[config.mk]
export PLATFORM = sky130hd
export DESIGN_NAME = apb_map_regs
export DESIGN_NICKNAME = d
export VERILOG_FILES = /design/src/logic/apb_bus_pkg.sv /design/src/logic/apb_map_regs.sv
export SDC_FILE = /design/constraint.sdc
export NUM_CORES = 1
export LEC_CHECK = 0
export BUFFER_PORTS_ARGS = -buffer_cell sky130_fd_sc_hd__buf_2
export CORE_ASPECT_RATIO = 0.6
export CORE_MARGIN = 8
export CORE_UTILIZATION = 40
export CTS_BUF_LIST = sky130_fd_sc_hd__clkbuf_2 sky130_fd_sc_hd__clkbuf_4 sky130_fd_sc_hd__clkbuf_8
export CTS_CLUSTER_DIAMETER = 60
export CTS_CLUSTER_SIZE = 14
export DETAILED_ROUTE_END_ITERATION = 16
export GPL_TIMING_DRIVEN = 0
export PLACE_DENSITY_LB_ADDON = 0.25
export SKIP_LAST_GASP = 1
export SLEW_MARGIN = 20
export SYNTH_ARGS = -nofsm -noshare
export SYNTH_HDL_FRONTEND = slang
export SYNTH_SLANG_ARGS = --single-unit
[constraint.sdc]
create_clock -name i_clk -period 2.55 [get_ports i_clk]
set_clock_uncertainty 0.15 [all_clocks]
set_input_delay 0.51 -clock i_clk [delete_from_list [all_inputs] [get_ports i_clk]]
set_output_delay 0.51 -clock i_clk [all_outputs]
set_load 0.02 [all_outputs]
[src/logic/apb_bus_pkg.sv]
/* Types shared by the request to APB bridge, its map registers and the memory slaves.
   Window end bounds are exclusive; a size outside 1..8 bytes is treated as unmapped */
package apb_bus_pkg;

    localparam int NUM_APB_SLV = 2;                       // Mapped APB slaves
    localparam int SEL_W = $clog2(NUM_APB_SLV + 1);       // One extra code marks the default slave

    // Reset bounds of each window
    localparam logic [31:0] DEF_WIN_START [NUM_APB_SLV] = '{32'h0000_1000, 32'h0000_2000};
    localparam logic [31:0] DEF_WIN_END   [NUM_APB_SLV] = '{32'h0000_2000, 32'h0000_2400};

    typedef struct packed {
        logic [31:0] addr;
        logic [3:0]  size;      // Bytes, 1 to 8
        logic        write;
        logic [63:0] wdata;
        logic [7:0]  wstrb;
    } sys_req_t;

    typedef struct packed {
        logic [63:0] rdata;
        logic        err;
    } sys_resp_t;

    // Bridge to slave, paddr is the offset inside the window
    typedef struct packed {
        logic [31:0] paddr;
        logic        pwrite;
        logic [31:0] pwdata;
        logic [3:0]  pstrb;
        logic        psel;
        logic        penable;
    } apb_req_t;

    typedef struct packed {
        logic [31:0] prdata;
        logic        pready;
        logic        pslverr;
    } apb_rsp_t;

    typedef struct packed {
        logic [31:0] start_addr;
        logic [31:0] end_addr;
    } win_t;

    typedef win_t [NUM_APB_SLV-1:0] map_vec_t;

    typedef enum logic [1:0] {
        ST_IDLE,
        ST_SETUP,
        ST_ACCESS,
        ST_RESP
    } bridge_state_e;

endpackage

[src/logic/apb_map_regs.sv]
/* Window bound registers; even idx is a start, odd idx an end. Indices past the last
   slave ignore writes and read back zero */
`timescale 1ns/1ps

module apb_map_regs import apb_bus_pkg::*; (
    input  logic        i_clk,
    input  logic        i_nrst,
    input  logic        i_cfg_wr,
    input  logic [2:0]  i_cfg_idx,
    input  logic [31:0] i_cfg_wdata,
    output logic [31:0] o_cfg_rdata,
    output map_vec_t    o_map
);

    map_vec_t   map_q;
    logic [1:0] slv;        // Window number
    logic       is_end;     // Odd index selects the end bound

    assign slv    = i_cfg_idx[2:1];
    assign is_end = i_cfg_idx[0];

    always_ff @(posedge i_clk or negedge i_nrst) begin
        if (!i_nrst) begin
            for (int i = 0; i < NUM_APB_SLV; i++) begin
                map_q[i].start_addr <= DEF_WIN_START[i];
                map_q[i].end_addr   <= DEF_WIN_END[i];
            end
        end else if (i_cfg_wr) begin
            for (int i = 0; i < NUM_APB_SLV; i++) begin
                if (slv == i) begin
                    if (is_end) begin
                        map_q[i].end_addr <= i_cfg_wdata;
                    end else begin
                        map_q[i].start_addr <= i_cfg_wdata;
                    end
                end
            end
        end
    end

    // Read-back mux, unused indices stay zero
    always_comb begin
        o_cfg_rdata = '0;
        for (int i = 0; i < NUM_APB_SLV; i++) begin
            if (slv == i) begin
                o_cfg_rdata = is_end ? map_q[i].end_addr : map_q[i].start_addr;
            end
        end
    end

    assign o_map = map_q;

    // An X strobe would corrupt the map silently
    a_cfg_wr_known: assert property (@(posedge i_clk) disable iff (!i_nrst)
        !$isunknown(i_cfg_wr))
        else $error("cfg write strobe is unknown");

endmodule

-- Yosys cells after proc, flatten, opt, wreduce, memory -nomap -nowiden
Cells that the tools add are included.
- flip-flop bits (word level): 128
- input port bits: 38
- output and inout bits: 160
- logic and storage cells: 15
- equality and inequality tests: 1
- multiplexer cells: 4
- bitwise operators: 1
- reduce and logical (&&, ||, !) cells: 5
- operators by type and width (operator ; count):
    32-bit two-way mux ; 4
    3-bit AND reduction ; 4
    2-bit by 1-bit == test with 1-bit output, second input constant ; 1
    2-bit logical NOT ; 1
    1-bit NOT ; 1

-- Longest topological paths before layout
Gate-level depths: netlist of the first run.
- depth after elaboration: 3
- mapped depth: 5
- depth with buffers taken out: 2

-- Worst setup path after synthesis of the first run
OpenSTA, ideal clock, no wires.
- path kind: input port to output port
- start point: input i_cfg_idx[1]
- end point: output o_cfg_rdata[10]
- data arrival time: 1.498 ns
- required time: 1.890 ns
- path slack: 0.392 ns
- cell stages on the path: 5
- buffers on the path: 3
- cells stage by stage: buf_6 -> buf_4 -> buf_2 -> mux2i_1 -> o22ai_1
- word-level cells in the longest chain between the ends: 3
- elaborated cells on any way between the ends: 4
- classes of those cells: 1 x eq/ne; 2 x mux; 1 x reduce/logical
- RTL lines (element ; RTL line ; source):
    from (decl) ; apb_map_regs.sv:9 ; input logic [2:0] i_cfg_idx,
    2-bit logical NOT ; apb_map_regs.sv:45 ; if (slv == i) begin
    32-bit two-way mux ; apb_map_regs.sv:45 ;
    32-bit two-way mux (*) ; apb_map_regs.sv:45 ;
    to (decl) ; apb_map_regs.sv:11 ; output logic [31:0] o_cfg_rdata,
Mark *: on every way between the ends. The rest lies on a longest branch, timed or not.

-- Worst setup path after layout of the first run
- start point: input i_cfg_idx[0]
- end point: output o_cfg_rdata[30]
- word-level cells in the longest chain between the ends: 3
- elaborated cells on any way between the ends: 4
- classes of those cells: 4 x mux
- RTL lines (element ; RTL line ; source):
    32-bit two-way mux ; apb_map_regs.sv:46 ; o_cfg_rdata = is_end ? map_q[i].end_addr : map_q[i].start_addr;
    32-bit two-way mux ; apb_map_regs.sv:45 ;
    32-bit two-way mux (*) ; apb_map_regs.sv:45 ;
Marked as above.

==> impl_metrics.toml, run 1 <==
[grt]
grt_remaining_overflow = 0
grt_pass1_vias = 4414
grt_max_degree = 66
antenna_found_initial = 1
met3_usage = 0.0683
grtUsageTotal = 0.183
grtUsageMet1 = 0.238
met2_usage = 0.290
grt.busiest_layer = "met2"
grt_pass1_wl_um = 26400

[critical_path]
r2r_cells = 1
critPathSlowestCell = "or2_2"
worstPathArrival_ns = 1.79
required_ns = 1.89
r2r_setup_slack_ns = 1.59
worst-setup-path-type = "in -> out"
crit_path_end_kind = "primary output"
crit_top_cell = "buf_2"
start_kind = "input port"
path_cells = "buf_2 -> or2_2 -> clkbuf_1 -> buf_2 -> o22ai_1 -> buf_2"
worstSetupStartpoint = "i_cfg_idx[0]"
reg2reg_from = "o_map[76]"
r2r-end = "o_map[76]"
crit_fanout = 10
slowest_delay_ns = 0.29

[route]
drt_iter0_drc = 170
totalWireLength_um = 16900
drt-vias-per-instance = 5.10
routedWlPerCell_um = 20.7
firstDrtPassIters = 4
antenna_left = 0
vias = 4150
drc = 0

[sta]
setup_tns_ns = 0
grt_setup_unrepaired = "no"
hold_viol = 0
hold_ws_ns = 0.209
drv_slew = 0
timing.final.crit_share = 0.959
fmax_mhz = 409
setup_viol_count_final = 0
tightest_slew_ns = 0.627
maxSlewHeadroom = 0.582
min_period_ns = 2.45

[synth]
synth_seq_area_share = 0.557
syn-instance-count = 387
synthesis.nets = 425
yosysWarnings = 0
yosysTopAreaCell = "dfrtp_1"
synth_top_area_share = 0.534
ys_ff_latch = 128
avgSynthCellArea_um2 = 14.9
synthesis.area_mm2 = 0.00576
netlist_top_cells_area = "dfrtp_1 53%, mux2_2 23%, mux2i_1 11%"
synth_cell_types = 16

[power_and_ir_drop]
p_leak_nw = 3.67
peakVddDrop_v = 0.000414
power_mw = 6.88
power.density_mw_per_mm2 = 921

[final_layout]
fin_util = 0.523
fillers = 1280
antenna_cells = 0
layout-drive-gt1-share = 0.622
fin_nets = 642
largest_reg_flops = 128
synthToLayoutAreaGrowth_pct = 29.6

[floorplanning]
die_w_um = 171
dieArea_mm2 = 0.0186
initial_utilization = 0.403
io_pins = 198
rows = 34
fp.dieH_um = 109
coreArea_mm2 = 0.0143

[outcome]
status = "completed"

[clock_network]
cts_inserted_buffers = 17
cts_root_buf = "clkbuf_8"
clockBufferDepth = 2
clock_sinks = 128
cts_tree = "yes"
clk_latency_ns = 0.41
htreeDepth = 4
clkTransAtPathRegs_ns = 0.07

[worst_hold_path]
holdCritStartpoint = "i_cfg_wdata[19]"
min_path_cells = 2
hold_end = "o_map[19]"
hold_path.class = "in -> reg"

[placed_design]
numPortBuffers = 196
gp_congestion = 0.775
dp_hpwl_um = 12300

[flow_run]
cap_violations = 0
==> per-layer routing <==
layer / vias up / part of all wire
met5: - / 0.00077
met4: 2 / 0.0043
met3: 9 / 0.086
met2: 127 / 0.46
met1: 2143 / 0.44
li1: 1869 / -
==> layout by cell type, fill, tap and decap left out <==
cell,count
clkbuf_1,1
nand4b_1,1
dfstp_2,5
dlygate4sd3_1,1
buf_16,1
dfrtp_1,123
mux2i_1,64
or2_2,1
nor4bb_1,2
clkbuf_4,1
bufinv_16,4
clkinv_2,2
nand2b_1,1
o22ai_1,32
clkbuf_8,17
buf_2,206
mux2_2,120
clkinv_4,2
buf_6,11
clkbuf_2,4
inv_6,2
clkinvlp_4,3
nor4b_4,1
mux2_1,8
buf_4,3
==> synth_stat cells, drive strengths merged <==
cell / count
clkbuf: 5
mux2i: 64
nand4b: 1
nand2b: 1
nor4b: 1
mux2: 128
dfstp: 5
buf: 24
nor4bb: 2
o22ai: 32
dfrtp: 123
or2: 1
==> area by class of cell <==
cell class                      count  area (µm²)  share of cell area
Buffer                             29         214              0.0286
Clock buffer                       18         241              0.0323
Clock inverter                     13         188              0.0251
Multi-Input combinational cell    230        2350               0.314
Sequential cell                   128        3210               0.430
Tap cell                          198         248              0.0332
Timing Repair Buffer              198        1020               0.137
==> per-stage QoR <==
step           setup WS [ns]  cell area, µm²  std cells
2_1_floorplan          0.392            5760        387
3_3_place_gp          -0.743            6990        781
3_5_place_dp          0.0138            7030        782
4_1_cts               0.0102            7470        814
5_1_grt               0.0246            7470        814
6_report               0.104            7470        814
==> critical path: cells and delay by family <==
kind                   cells  cell delay (ns)
buffers and inverters      4             0.76
AND/OR/NAND/NOR            1             0.29
AO/OA/AOI/OAI              1             0.22
==> worst max-delay path by stage <==
stage | end | slack (ns) | cells past startpoint
global placement | o_map[102] | -0.74 | 1
finish | o_cfg_rdata[30] | 0.10 | 6
CTS | o_cfg_rdata[7] | 0.01 | 5
detailed placement | o_cfg_rdata[7] | 0.01 | 5
floorplan | o_cfg_rdata[10] | 0.39 | 5
global route | o_cfg_rdata[2] | 0.02 | 6
==> cell families after synthesis <==
kind of cell	share of synthesized area
AO/OA/AOI/OAI	0.0347
buffers and inverters	0.0360
multiplexers	0.361
flip-flops	0.557
AND/OR/NAND/NOR	0.0113
==> what timing repair did <==
item | in CTS | in global routing
gates resized for setup | 0 | 8
hold buffers | 1 | 0
endpoints found under the hold margin | 59 | 0
setup endpoints to repair | 0 | 19
buffers inserted | 0 | 0
==> power by group <==
group          switching [mW]  leakage, nW  internal (mW)
clock                   0.816        0.209           1.08
combinational            1.27         1.93          0.870
sequential              0.356         1.53           2.49
total                    2.44         3.67           4.44
Power figures use the tool's default switching activity.
==> inputs of run 2 (changes only) <==
- CORE_UTILIZATION: 40 -> 35
- SETUP_SLACK_MARGIN: unset -> 0.4
==> run 2 against run 1 <==
Total power up 12%. Die area is 13% higher. Final area up 17%. Worst hold slack lost 0.013 ns. Worst setup slack better by 0.24 ns. Sequential power up 5%. First-iteration DRC count grew 24%. Wire length grew 9.2%. Clock power rose by 10%. Final cell count increased by 1.8%. Critical path type unchanged. Critical endpoint is now o_cfg_rdata[8].
==> impl_metrics.toml, run 2 (same netlist as run 1, synthesis figures left out) <==
[outcome]
status = "completed"

[clock_network]
cts_tree = "yes"
clkTransAtPathRegs_ns = 0.07
cts_root_buf = "clkbuf_8"
clk_latency_ns = 0.42
clockBufferDepth = 2
cts_inserted_buffers = 17
htreeDepth = 4
clock_sinks = 128

[route]
wl_met2_um = 8570
firstDrtPassIters = 4
drt_iter0_drc = 210
drc = 0
wl_met1_um = 8340
route.met3.wl_um = 1370
antenna_left = 0
totalWireLength_um = 18400
vias = 4221
top_layer = "met4"
routedWlPerCell_um = 22.2
drt-vias-per-instance = 5.09

[grt]
grt_max_degree = 71
grtUsageTotal = 0.178
grt_pass1_vias = 4708
grt_remaining_overflow = 0
antenna_found_initial = 0
grt_pass1_wl_um = 28500

[critical_path]
worst-setup-path-type = "in -> out"
crit_path_end_kind = "primary output"
required_ns = 1.89
crit_fanout = 10
worstPathArrival_ns = 1.54
worst-path-buf-inv = 4
r2r_cells = 1
r2r_setup_slack_ns = 1.54
reg2reg_from = "o_map[19]"
start_kind = "input port"
path_cells = "buf_8 -> or2_4 -> clkbuf_16 -> buf_12 -> o22ai_2 -> buf_6"
slowest_delay_ns = 0.25
r2r-end = "o_map[19]"
crit_family = "buffers and inverters"
critPathSlowestCell = "or2_4"

[sta]
tightest_slew_ns = 0.576
fin_ws_ns = 0.345
drv_slew = 0
setup_viol_count_final = 0
grt_setup_unrepaired = "yes"
hold_viol = 0
timing.final.crit_share = 0.865
maxSlewHeadroom = 0.616
min_period_ns = 2.20
fmax_mhz = 454

[floorplanning]
fp.dieH_um = 115
coreArea_mm2 = 0.0162
dieArea_mm2 = 0.0210
io_pins = 198
initial_utilization = 0.356
die_w_um = 182
rows = 36

[final_layout]
antenna_cells = 0
final_common_cell = "buf_2"
layout-drive-gt1-share = 0.737
fin_area_mm2 = 0.00872
most-common-layout-cells = "166 x buf_2, 123 x dfrtp_1, 120 x mux2_2"
fin_nets = 645
largest_reg_flops = 128
synthToLayoutAreaGrowth_pct = 51.3
fillers = 1335

[worst_hold_path]
hold_end = "o_map[27]"
hold_path.class = "in -> reg"
min_path_cells = 2
holdCritStartpoint = "i_cfg_wdata[27]"

[flow_run]
cap_violations = 0

[placed_design]
gp_congestion = 0.769
pre_cts_ws_ns = -0.119
dpl_cell_area_mm2 = 0.00717
dp_hpwl_um = 12800
numPortBuffers = 196

[power_and_ir_drop]
power.density_mw_per_mm2 = 886
p_leak_nw = 3.86
peakVddDrop_v = 0.000488
-- run 2: changes by cell type in the layout (fill, tap and decap cells not counted), moves of 8 or more --
| cell | change |
|---|---|
| o22ai_2 | +11 |
| mux2i_1 | -39 |
| o22ai_1 | -30 |
| mux2i_2 | +9 |
| buf_2 | -40 |
| buf_6 | +30 |
| o22ai_4 | +19 |
| buf_12 | +8 |
| mux2i_4 | +30 |
-- run 2: repair_timing --
item | CTS | global route
pin swaps | 4 | 0
endpoints found under the hold margin | 56 | 0
resized for setup | 182 | 35
hold buffers | 1 | 0
setup endpoints to repair | 32 | 32
cloned | 1 | 0
buffers inserted | 2 | 0
-- run 2: power by group --
group | internal (mW) | switching [mW]
logic | 1.22 | 1.44
clock network | 1.26 | 0.819
registers | 2.49 | 0.493
total | 4.97 | 2.76
-- run 2: stage by stage --
stage / power (mW) / instances / TNS (ns) / util / hold WS, ns
after floorplan: 4.21 / 387 / 0 / - / 0.0644
after global placement: 5.05 / 792 / -99.49 / 0.441 / 0.340
after detailed placement: 5.13 / 793 / -0.591 / 0.444 / 0.360
after CTS: 7.66 / 829 / 0 / 0.526 / 0.158
after global routing: 8.10 / 829 / 0 / 0.539 / 0.167
final: 7.73 / 829 / 0 / 0.539 / 0.196
-- run 2: metal layers --
metal,up-vias,GRT usage
met5,-,0
met4,0,0.0500
met3,15,0.0685
met2,131,0.278
met1,2183,0.228
li1,1892,-
-- run 2: final cells by class --
cell class,count,area [µm²],area share
Clock inverter,10,184,0.0211
Tap cell,209,262,0.0300
Timing Repair Buffer,201,1270,0.146
Sequential cell,128,3210,0.368
Buffer,29,419,0.0480
Clock buffer,22,290,0.0333
Multi-Input combinational cell,230,3090,0.354
-- run 2: worst max-delay path by stage --
stage	endpoint	start	slack (ns)	cells after the start
floorplan	o_cfg_rdata[19]	i_cfg_idx[1]	0.39	5
global placement	o_map[108]	i_nrst	-0.81	1
detailed placement	o_cfg_rdata[19]	i_cfg_idx[2]	-0.12	5
CTS	o_cfg_rdata[28]	i_cfg_idx[0]	0.36	6
global route	o_cfg_rdata[9]	i_cfg_idx[0]	0.31	6
finish	o_cfg_rdata[8]	i_cfg_idx[0]	0.35	6
