--- config.mk ---
export PLATFORM = sky130hd
export DESIGN_NAME = apb_bridge
export DESIGN_NICKNAME = d
export VERILOG_FILES = /design/src/logic/apb_bus_pkg.sv /design/src/logic/apb_bridge.sv
export SDC_FILE = /design/constraint.sdc
export NUM_CORES = 1
export LEC_CHECK = 0
export BUFFER_PORTS_ARGS = -buffer_cell sky130_fd_sc_hd__buf_2
export CELL_PAD_IN_SITES_DETAIL_PLACEMENT = 0
export CELL_PAD_IN_SITES_GLOBAL_PLACEMENT = 1
export CORE_AREA = 2 2 203 205
export CTS_CLUSTER_SIZE = 40
export DETAILED_ROUTE_END_ITERATION = 16
export DIE_AREA = 0 0 205 207
export PLACE_DENSITY = 0.73
export REMOVE_ABC_BUFFERS = 1
export SYNTH_ARGS = -nofsm -noshare
export SYNTH_HDL_FRONTEND = slang
export SYNTH_SLANG_ARGS = --single-unit
--- constraint.sdc ---
create_clock -name i_clk -period 9 [get_ports i_clk]
set_clock_uncertainty 0.1 [all_clocks]
set_input_delay 0.45 -clock i_clk [delete_from_list [all_inputs] [get_ports i_clk]]
set_output_delay 0.45 -clock i_clk [all_outputs]
set_load 0.02 [all_outputs]
--- src/logic/apb_bus_pkg.sv ---
/* Types shared by the request to APB bridge, its map registers and the memory slaves.
   Window end bounds are exclusive; a size outside 1..8 bytes is treated as unmapped */
package apb_bus_pkg;

    localparam int NUM_APB_SLV = 2;                       // Mapped APB slaves
    localparam int SEL_W = $clog2(NUM_APB_SLV + 1);       // One extra code marks the default slave

    // Reset bounds of each window
    localparam logic [31:0] DEF_WIN_START [NUM_APB_SLV] = '{32'h0000_1000, 32'h0000_2000};
    localparam logic [31:0] DEF_WIN_END   [NUM_APB_SLV] = '{32'h0000_2000, 32'h0000_2400};

    typedef struct packed {
        logic [31:0] addr;
        logic [3:0]  size;      // Bytes, 1 to 8
        logic        write;
        logic [63:0] wdata;
        logic [7:0]  wstrb;
    } sys_req_t;

    typedef struct packed {
        logic [63:0] rdata;
        logic        err;
    } sys_resp_t;

    // Bridge to slave, paddr is the offset inside the window
    typedef struct packed {
        logic [31:0] paddr;
        logic        pwrite;
        logic [31:0] pwdata;
        logic [3:0]  pstrb;
        logic        psel;
        logic        penable;
    } apb_req_t;

    typedef struct packed {
        logic [31:0] prdata;
        logic        pready;
        logic        pslverr;
    } apb_rsp_t;

    typedef struct packed {
        logic [31:0] start_addr;
        logic [31:0] end_addr;
    } win_t;

    typedef win_t [NUM_APB_SLV-1:0] map_vec_t;

    typedef enum logic [1:0] {
        ST_IDLE,
        ST_SETUP,
        ST_ACCESS,
        ST_RESP
    } bridge_state_e;

endpackage

--- src/logic/apb_bridge.sv ---
/* Single-request bridge from a 64-bit port to 32-bit APB. 8-byte accesses run as two
   beats and the response has no back-pressure, so the requester must take the pulse */
`timescale 1ns/1ps

module apb_bridge import apb_bus_pkg::*; (
    input  logic                       i_clk,
    input  logic                       i_nrst,
    input  logic                       i_req_valid,
    input  sys_req_t                   i_req,
    input  map_vec_t                   i_map,
    input  apb_rsp_t [NUM_APB_SLV-1:0] i_apb_rsp,
    output logic                       o_req_ready,
    output logic                       o_resp_valid,
    output sys_resp_t                  o_resp,
    output apb_req_t [NUM_APB_SLV-1:0] o_apb_req
);

    bridge_state_e state_q;
    logic [SEL_W-1:0] sel_q;        // Latched slave or NUM_APB_SLV for the default slave
    logic             beat_q;       // Set during the second beat
    logic             two_beat_q;

    // Payload of the running transfer
    logic [31:0] paddr_q;
    logic        write_q;
    logic [63:0] wdata_q;
    logic [7:0]  wstrb_q;
    logic        lane_q;            // Lane of the current beat from address bit 2
    logic [63:0] rdata_q;
    logic        err_q;

    logic [SEL_W-1:0] hit_idx;
    logic [31:0]      hit_start;
    logic             size_bad;
    logic             go_apb;
    logic             accept;
    apb_rsp_t         cur_rsp;
    logic             beat_done;
    logic             more_beat;
    logic             use_upper;
    apb_req_t         beat_req;
    logic [NUM_APB_SLV-1:0] psel_vec;
    logic [NUM_APB_SLV-1:0] pen_vec;

    // Address decode where the lowest window wins
    always_comb begin
        hit_idx   = SEL_W'(NUM_APB_SLV);
        hit_start = '0;
        for (int i = NUM_APB_SLV - 1; i >= 0; i--) begin
            if ((i_req.addr >= i_map[i].start_addr) && (i_req.addr < i_map[i].end_addr)) begin
                hit_idx   = SEL_W'(i);
                hit_start = i_map[i].start_addr;
            end
        end
    end

    assign size_bad = (i_req.size == 4'd0) || (i_req.size > 4'd8);
    assign go_apb   = !size_bad && (hit_idx != SEL_W'(NUM_APB_SLV));
    assign accept   = i_req_valid && (state_q == ST_IDLE);

    // Response of the selected slave
    always_comb begin
        cur_rsp = '0;
        for (int i = 0; i < NUM_APB_SLV; i++) begin
            if (sel_q == i) begin
                cur_rsp = i_apb_rsp[i];
            end
        end
    end

    assign beat_done = (state_q == ST_ACCESS) && cur_rsp.pready;
    assign more_beat = two_beat_q && !beat_q;

    always_ff @(posedge i_clk or negedge i_nrst) begin
        if (!i_nrst) begin
            state_q    <= ST_IDLE;
            sel_q      <= SEL_W'(NUM_APB_SLV);
            beat_q     <= 1'b0;
            two_beat_q <= 1'b0;
        end else begin
            case (state_q)
                ST_IDLE: begin
                    if (i_req_valid) begin
                        sel_q      <= go_apb ? hit_idx : SEL_W'(NUM_APB_SLV);
                        beat_q     <= 1'b0;
                        two_beat_q <= (i_req.size > 4'd4);
                        state_q    <= go_apb ? ST_SETUP : ST_RESP;   // Default slave answers at once
                    end
                end
                ST_SETUP: state_q <= ST_ACCESS;
                ST_ACCESS: begin
                    if (cur_rsp.pready) begin
                        if (more_beat) begin
                            beat_q  <= 1'b1;
                            state_q <= ST_SETUP;
                        end else begin
                            state_q <= ST_RESP;
                        end
                    end
                end
                default: state_q <= ST_IDLE;    // ST_RESP lasts one cycle
            endcase
        end
    end

    always_ff @(posedge i_clk) begin
        if (accept) begin
            write_q <= i_req.write;
            wdata_q <= i_req.wdata;     // Second beat must not see the live input
            wstrb_q <= i_req.wstrb;
            paddr_q <= {i_req.addr[31:2], 2'b00} - hit_start;
            lane_q  <= i_req.addr[2];
            rdata_q <= go_apb ? '0 : '1;
            err_q   <= !go_apb;
        end else if (beat_done) begin
            if (lane_q) begin
                rdata_q[63:32] <= cur_rsp.prdata;
            end else begin
                rdata_q[31:0] <= cur_rsp.prdata;
            end
            err_q <= err_q | cur_rsp.pslverr;
            if (more_beat) begin
                paddr_q <= paddr_q + 32'd4;
                lane_q  <= ~lane_q;     // Next word flips address bit 2
            end
        end
    end

    // Second beat always carries the upper lane
    assign use_upper = beat_q | lane_q;

    always_comb begin
        beat_req         = '0;
        beat_req.paddr   = paddr_q;
        beat_req.pwrite  = write_q;
        beat_req.pwdata  = use_upper ? wdata_q[63:32] : wdata_q[31:0];
        beat_req.pstrb   = use_upper ? wstrb_q[7:4] : wstrb_q[3:0];
        beat_req.psel    = (state_q == ST_SETUP) || (state_q == ST_ACCESS);
        beat_req.penable = (state_q == ST_ACCESS);
        for (int i = 0; i < NUM_APB_SLV; i++) begin
            o_apb_req[i] = (beat_req.psel && (sel_q == i)) ? beat_req : '0;
            psel_vec[i]  = o_apb_req[i].psel;
            pen_vec[i]   = o_apb_req[i].penable;
        end
    end

    assign o_req_ready  = (state_q == ST_IDLE);
    assign o_resp_valid = (state_q == ST_RESP);
    assign o_resp       = '{rdata: rdata_q, err: err_q};

    a_psel_mapped: assert property (@(posedge i_clk) disable iff (!i_nrst)
        beat_req.psel |-> (sel_q < SEL_W'(NUM_APB_SLV)))
        else $error("psel without a mapped slave");

    // Setup and access of one beat stay on the same slave
    a_penable_psel: assert property (@(posedge i_clk) disable iff (!i_nrst)
        (|pen_vec) |-> ((pen_vec == psel_vec) && ($past(psel_vec) == psel_vec)))
        else $error("penable without psel held since the setup phase");

    a_resp_pulse: assert property (@(posedge i_clk) disable iff (!i_nrst)
        o_resp_valid |=> !o_resp_valid)
        else $error("response valid held longer than one cycle");

endmodule

======== Word level (Yosys, flattened, before mapping) ========
Index checks and enable logic that the tools add are counted.
word-level totals
  word-level logic and storage cells ...... 91
  output and inout bits ................... 209
  flip-flop bits (word level) ............. 177
operators by class
  $add $sub $neg .......................... 2
  mux-type cells .......................... 33
  bitwise logic cells ..................... 3
  equal/unequal tests ..................... 9
  reduce and logical (&&, ||, !) cells .... 26
  magnitude comparators ................... 6
operators by type and width
  kind                                                            number
  2-to-1 mux 32 bit                                               8
  2-to-1 mux 64 bit                                               3
  2-to-1 mux 71 bit                                               2
  2-to-1 mux 34 bit                                               2
  greater-or-equal comparator 32 bit                              2
  < comparator 32 bit                                             2
  adder 32 x 3 -> 32 bit (second input constant)                  1
  subtractor 32 bit                                               1
  2-to-1 mux 2 bit                                                7
  AND reduction 2 bit                                             5
  logical AND 1 bit                                               8
  2-to-1 mux 1 bit                                                8
  != test 2 bit (second input constant)                           4
  nonzero test 2 bit                                              4
  case mux 2 bit (3 select lines)                                 1
  == test 2 x 1 -> 1 bit (second input constant)                  2
  == test 2 bit (second input constant)                           2
  greater-than comparator 4 x 3 -> 1 bit (second input constant)  1
  greater-than comparator 4 bit (second input constant)           1
  zero test 2 bit                                                 2
  zero test 4 bit                                                 1
  2-to-1 mux 4 bit                                                1
  AND reduction 4 bit                                             1
  zero test 1 bit                                                 3
  other kinds (5)                                                 7

======== Longest topological paths before layout ========
  depth after elaboration ................. 9
  gate-level depth with buffers ........... 22
  mapped depth without buffers ............ 20

======== Least setup slack after synthesis ========
No wires, ideal clock.
  kind .................................... input -> register
  start ................................... input port i_map[45] in the netlist's numbering
  end ..................................... register paddr_q[30] (data pin)
  data required time ...................... 8.523 ns
  path slack .............................. 3.159 ns
  setup time .............................. 0.377 ns
  stages on the path ...................... 20
  arrival time ............................ 5.363 ns
  path through ............................ inv_1 -> ha_1 -> a21o_1 -> a221o_1 -> a221oi_2 -> or4b_4 -> a211oi_2 -> clkbuf_1 -> a22oi_1 -> ha_1 -> and2_1 -> a2111oi_1 -> o31ai_1 -> a211o_1 -> a22o_1 -> a31oi_1 -> nor2_1 -> a211oi_1 -> xor2_1 -> a21oi_1
on the way
  word-level cells in the longest chain between the ends .. 5
RTL lines
  what                                line               text
  start, declared                     apb_bridge.sv:10   input map_vec_t i_map,
  greater-or-equal comparator 32 bit  apb_bridge.sv:50   if ((i_req.addr >= i_map[i].start_addr) && (i_req.addr < i_map[i].end_addr)) begin
  logical AND 1 bit                   apb_bridge.sv:50
  2-to-1 mux 32 bit *                 apb_bridge.sv:50
  subtractor 32 bit *                 apb_bridge.sv:111  paddr_q <= {i_req.addr[31:2], 2'b00} - hit_start;
  2-to-1 mux 32 bit *                 apb_bridge.sv:107  if (accept) begin
  end signal, assigned                apb_bridge.sv:111
  end signal, assigned                apb_bridge.sv:123  paddr_q <= paddr_q + 32'd4;
  end, declared                       apb_bridge.sv:24   logic [31:0] paddr_q;
Every way passes the cells marked *; elsewhere a longest branch is shown, timed or not.
A chain may end at the register's enable or synchronous reset.

======== Final worst setup path ========
  start ................................... input port i_req[108] in the netlist's numbering
  end ..................................... register paddr_q[30] (data pin)
on the way
  word-level cells in the longest chain between the ends .. 6
  elaborated cells between the ends (all ways) .. 10
  classes of those cells .................. add/sub (1); order compare (4); mux (3); reduce/logical (2)
RTL lines
  what                                                                       line               text
  start, declared                                                            apb_bridge.sv:9    input sys_req_t i_req,
  greater-or-equal comparator 32 bit or < comparator 32 bit (tied branches)  apb_bridge.sv:50
  logical AND 1 bit                                                          apb_bridge.sv:50
  2-to-1 mux 32 bit                                                          apb_bridge.sv:50
  2-to-1 mux 32 bit *                                                        apb_bridge.sv:50
  subtractor 32 bit *                                                        apb_bridge.sv:111
  2-to-1 mux 32 bit *                                                        apb_bridge.sv:107
Marked as above.

==> impl_results.rst <==
.. list-table::
   :header-rows: 1

   * - Metric
     - Value
   * - Final Routed Wirelength
     - 47640 µm
   * - Floorplan die width
     - 205 µm
   * - Number of global-route vias before repair
     - 12.29k
   * - Number of enable flip-flop cells after synthesis
     - 171
   * - Final slew viol count
     - 0
   * - Die footprint
     - 0.04244 mm²
   * - Post-synthesis cell count
     - 1393
   * - Count of distinct cell types in the synthesized netlist
     - 69
   * - Most frequent standard cell in the layout excluding fill and tap cells
     - sky130_fd_sc_hd__buf_2
   * - Part of the total power dissipated in the clock network
     - 18.0%
   * - Data arrival time at the worst-slack endpoint
     - 6.26 ns
   * - Mean post-synth cell area
     - 9.583 µm²
   * - Per-cell routed wire length
     - 19.61 µm
   * - Clock tree from TritonCTS
     - yes
   * - Final Hold Slack
     - 0.07614 ns
   * - Violation count after the first detailed-routing iteration
     - 609
   * - Endpoint kind of the worst setup timing path
     - flop
   * - Leading cell types by total area after synthesis
     - sky130_fd_sc_hd__edfxtp_1 (38%), sky130_fd_sc_hd__ha_1 (15%), sky130_fd_sc_hd__mux2i_1 (5.3%), sky130_fd_sc_hd__inv_1 (4.0%), sky130_fd_sc_hd__and2_1 (3.3%)
   * - Critical path launch point type
     - primary input
   * - Worst path max stage delay
     - 0.68 ns
   * - Number of hold violations in the final report
     - 0
   * - Sequential Power Share
     - 33.2%
   * - Layout Area Growth over Synthesis
     - 28.18%
   * - Starting utilization of the core area
     - 33.07%
   * - TritonCTS buffer count
     - 17
   * - List of cells traversed by the critical path
     - buf_2, ha_1, nand4_1, nor4_1, nand4_1, a211oi_1, or4b_4, a211oi_4, buf_4, a22oi_1, ha_1, and2_1, a2111oi_1, o31ai_1, a211o_1, a22o_1, a31oi_1, nor2_1, a211oi_1, xor2_1, a21oi_1
   * - Pin count of the biggest net entering global routing
     - 65
   * - Setup-violating endpoint count in the final report
     - 0
   * - Relative slew slack
     - 23.35%
   * - Number of standard-cell rows in the floorplan
     - 74
   * - Detailed-route DRC error count
     - 0
   * - Count of pins on the block boundary
     - 517
   * - Max capacitance violation total
     - 0
   * - Combinational Power Share
     - 48.8%
   * - Switching portion of total power
     - 44.31%
   * - Number of buffers inserted by port buffering
     - 516
   * - Net switching component of the power
     - 1888 µW
   * - ANT nets after route
     - 0
   * - RSZ-0062 raised after global routing
     - false
   * - Post-cts gate resize count
     - 0
   * - DIE HEIGHT
     - 207 µm
   * - Longest Clk Path Bufs
     - 2
   * - Final #Nets
     - 2351
   * - Path type of the worst min-delay path
     - primary input to flop
   * - Post-Synthesis Cell Area
     - 0.01335 mm²
   * - Number of iterations in the first detailed-routing pass
     - 5
   * - Cell taking the most area after synthesis
     - sky130_fd_sc_hd__edfxtp_1
   * - Commonest cells after routing, fill and taps aside
     - sky130_fd_sc_hd__buf_2 (516), sky130_fd_sc_hd__edfxtp_1 (171), sky130_fd_sc_hd__ha_1 (162), sky130_fd_sc_hd__inv_1 (143), sky130_fd_sc_hd__nor2_1 (114)
   * - Placer's final routability congestion estimate
     - 0.8792
   * - Required arrival time at the worst endpoint
     - 9.07 ns
   * - Cell with the largest stage delay on the worst path
     - sky130_fd_sc_hd__nor4_1
   * - Depth of the CTS H-tree
     - 4
   * - Static Leakage
     - 0.008256 µW
   * - Crit Path Category
     - primary input to flop
   * - Clock tree root driver cell
     - sky130_fd_sc_hd__clkbuf_16
   * - Reg clk slew, reported paths
     - 0.07 ns
   * - Number of warnings printed during yosys synthesis
     - 0
   * - Core ar.
     - 0.04037 mm²
   * - Share of the clock period used by the worst path
     - 68.80%
   * - Transition time of the tightest slew-check pin
     - 1.150 ns
   * - Clock latency on the worst-skew pair
     - 0.44 ns
   * - Fraction of registers with async set/reset
     - 3.390%
   * - Setup TNS
     - 0 ns
   * - Share of final-layout standard cells stronger than drive strength 1
     - 30.73%
   * - Area share of the leading cell type in the synthesized netlist
     - 38.47%
   * - Max IR drop VDD
     - 0.1302 mV
   * - Total overflow reported by the global router
     - 0
   * - Vias per cell
     - 5.093
   * - Wire length of the first global-routing pass
     - 70520 µm
   * - Critical Path Fanout Max
     - 33
   * - Run status
     - completed
   * - Number of sinks driven by the clock tree
     - 177
   * - GRT Overall Usage
     - 21.68%
   * - Antenna violations before repair
     - 10
   * - Hpwl dp
     - 38860 µm
   * - Synth Register Bits
     - 177
   * - Vias after detailed routing
     - 12.37k
   * - Internal Pwr Total
     - 2373 µW
   * - Power density relative to cell area
     - 249.0 mW/mm²
   * - Maximum clock rate
     - 161.5 MHz
   * - Sequential fraction of the synthesis area
     - 39.60%
   * - Most used flip-flop cell after synthesis
     - sky130_fd_sc_hd__edfxtp_1
   * - Final critical delay including setup and external delays
     - 6.192 ns
## registers in the layout, indices dropped and copies added (netlist names)
signal and count:
rdata_q 64, beat_q 1, wstrb_q 8, two_beat_q 1, wdata_q 64, sel_q 2
state_q 2, lane_q 1, paddr_q 32, write_q 1, err_q 1
## power by group through the flow
stage          registers [µW]  logic (µW)  clock network (µW)
3_5_place_dp             1440        2090                   0
6_report                 1410        2080                 766
4_1_cts                  1420        2100                 783
3_3_place_gp             1430        2070                   0
5_1_grt                  1440        2260                 813
2_1_floorplan            1540        1190                   0
## routing by layer
layer | global-route usage [%] | share of wire [%] | wire [µm]
met1 | 25.05 | 40 | 19180
met2 | 38.72 | 50 | 23720
met3 | 4.830 | 6.3 | 3012
met4 | 8.236 | 3.5 | 1648
met5 | 0 | 0.17 | 81
## metrics by stage
| step | worst slack, ns | cells | cell area [µm²] | total power (µW) | util [%] |
|---|---|---|---|---|---|
| 2_1_floorplan | 2.608 | 1336 | 13130 | 2731 | - |
| 3_3_place_gp | 2.492 | 2393 | 16490 | 3495 | 40.86 |
| 3_5_place_dp | 2.452 | 2393 | 16490 | 3530 | 40.86 |
| 4_1_cts | 2.918 | 2426 | 17100 | 4303 | 42.37 |
| 5_1_grt | 2.432 | 2428 | 17110 | 4515 | 42.38 |
| 6_report | 2.808 | 2429 | 17110 | 4260 | 42.39 |
## worst paths after layout
check,from,end,slack (ns),depth (start not counted)
max,i_req[108],paddr_q[30]$_DFFE_PP_,2.81,21
min in group asynchronous,i_nrst,state_q[0]$_DFFE_PN0P_,0.33,2
max reg2reg,state_q[0]$_DFFE_PN0P_,rdata_q[16]$_DFFE_PP_,5.86,6
min reg2reg,sel_q[1]$_DFFE_PN1P_,sel_q[1]$_DFFE_PN1P_,0.39,2
min,i_req[35],wdata_q[27]$_DFFE_PP_,0.08,1
max in group asynchronous,i_nrst,sel_q[1]$_DFFE_PN1P_,8.23,2
## critical path, delay by kind of cell
family                   cells  cell delay (ns)
AO/OA/AOI/OAI               10             2.83
AND/OR/NAND/NOR              6             1.68
adder cells (fa/ha/maj)      2             0.70
buffers and inverters        2             0.42
XOR/XNOR                     1             0.17
## area by class of cell
class                           instances  area, µm²
Antenna cell                            3      7.507
Tap cell                              532      665.6
Timing Repair Buffer                  526       2660
Clock buffer                           17      425.4
Inverter                              144      543.0
Sequential cell                       177       5288
Multi-Input combinational cell       1015       7347
Fill cell                            4053      23260
Clock inverter                         15      175.2
## synth_stat cells, drive strengths merged, types with 3 or more instances
master	instances
a22oi	33
nand2	95
a21o	31
nor2	116
a21oi	81
o21a	5
a211oi	9
dfrtp	5
a211o	5
a31oi	12
mux2i	71
or2	5
o31a	3
edfxtp	171
o21ai	90
nand2b	8
and3	15
o31ai	6
and2	72
o211ai	3
inv	144
nand4	26
a2111oi	6
and4	6
a221oi	6
nor3	13
nor4b	4
xnor2	28
nand3	28
nor2b	3
or3	7
a22o	4
nor4	9
buf	3
o21bai	6
xor2	23
ha	162
clkbuf	54
## timing repair
action	CTS	global route
hold buffers	1	0
setup buffers	0	0
endpoints found under the hold margin	6	0
## logic make-up (layout without fill, tap and decap cells)
| logic type | count (synthesis) | count (layout) | share of synthesized area (%) |
|---|---|---|---|
| XOR/XNOR | 51 | 51 | 3.346 |
| AND/OR/NAND/NOR | 413 | 413 | 15.32 |
| multiplexers | 71 | 71 | 5.324 |
| adder cells (fa/ha/maj) | 162 | 162 | 15.18 |
| flip-flops | 177 | 177 | 39.60 |
| other | 0 | 3 | 0 |
| AO/OA/AOI/OAI | 318 | 318 | 15.55 |
| buffers and inverters | 201 | 702 | 5.680 |
No activity file was read; power rests on OpenSTA's default activity.
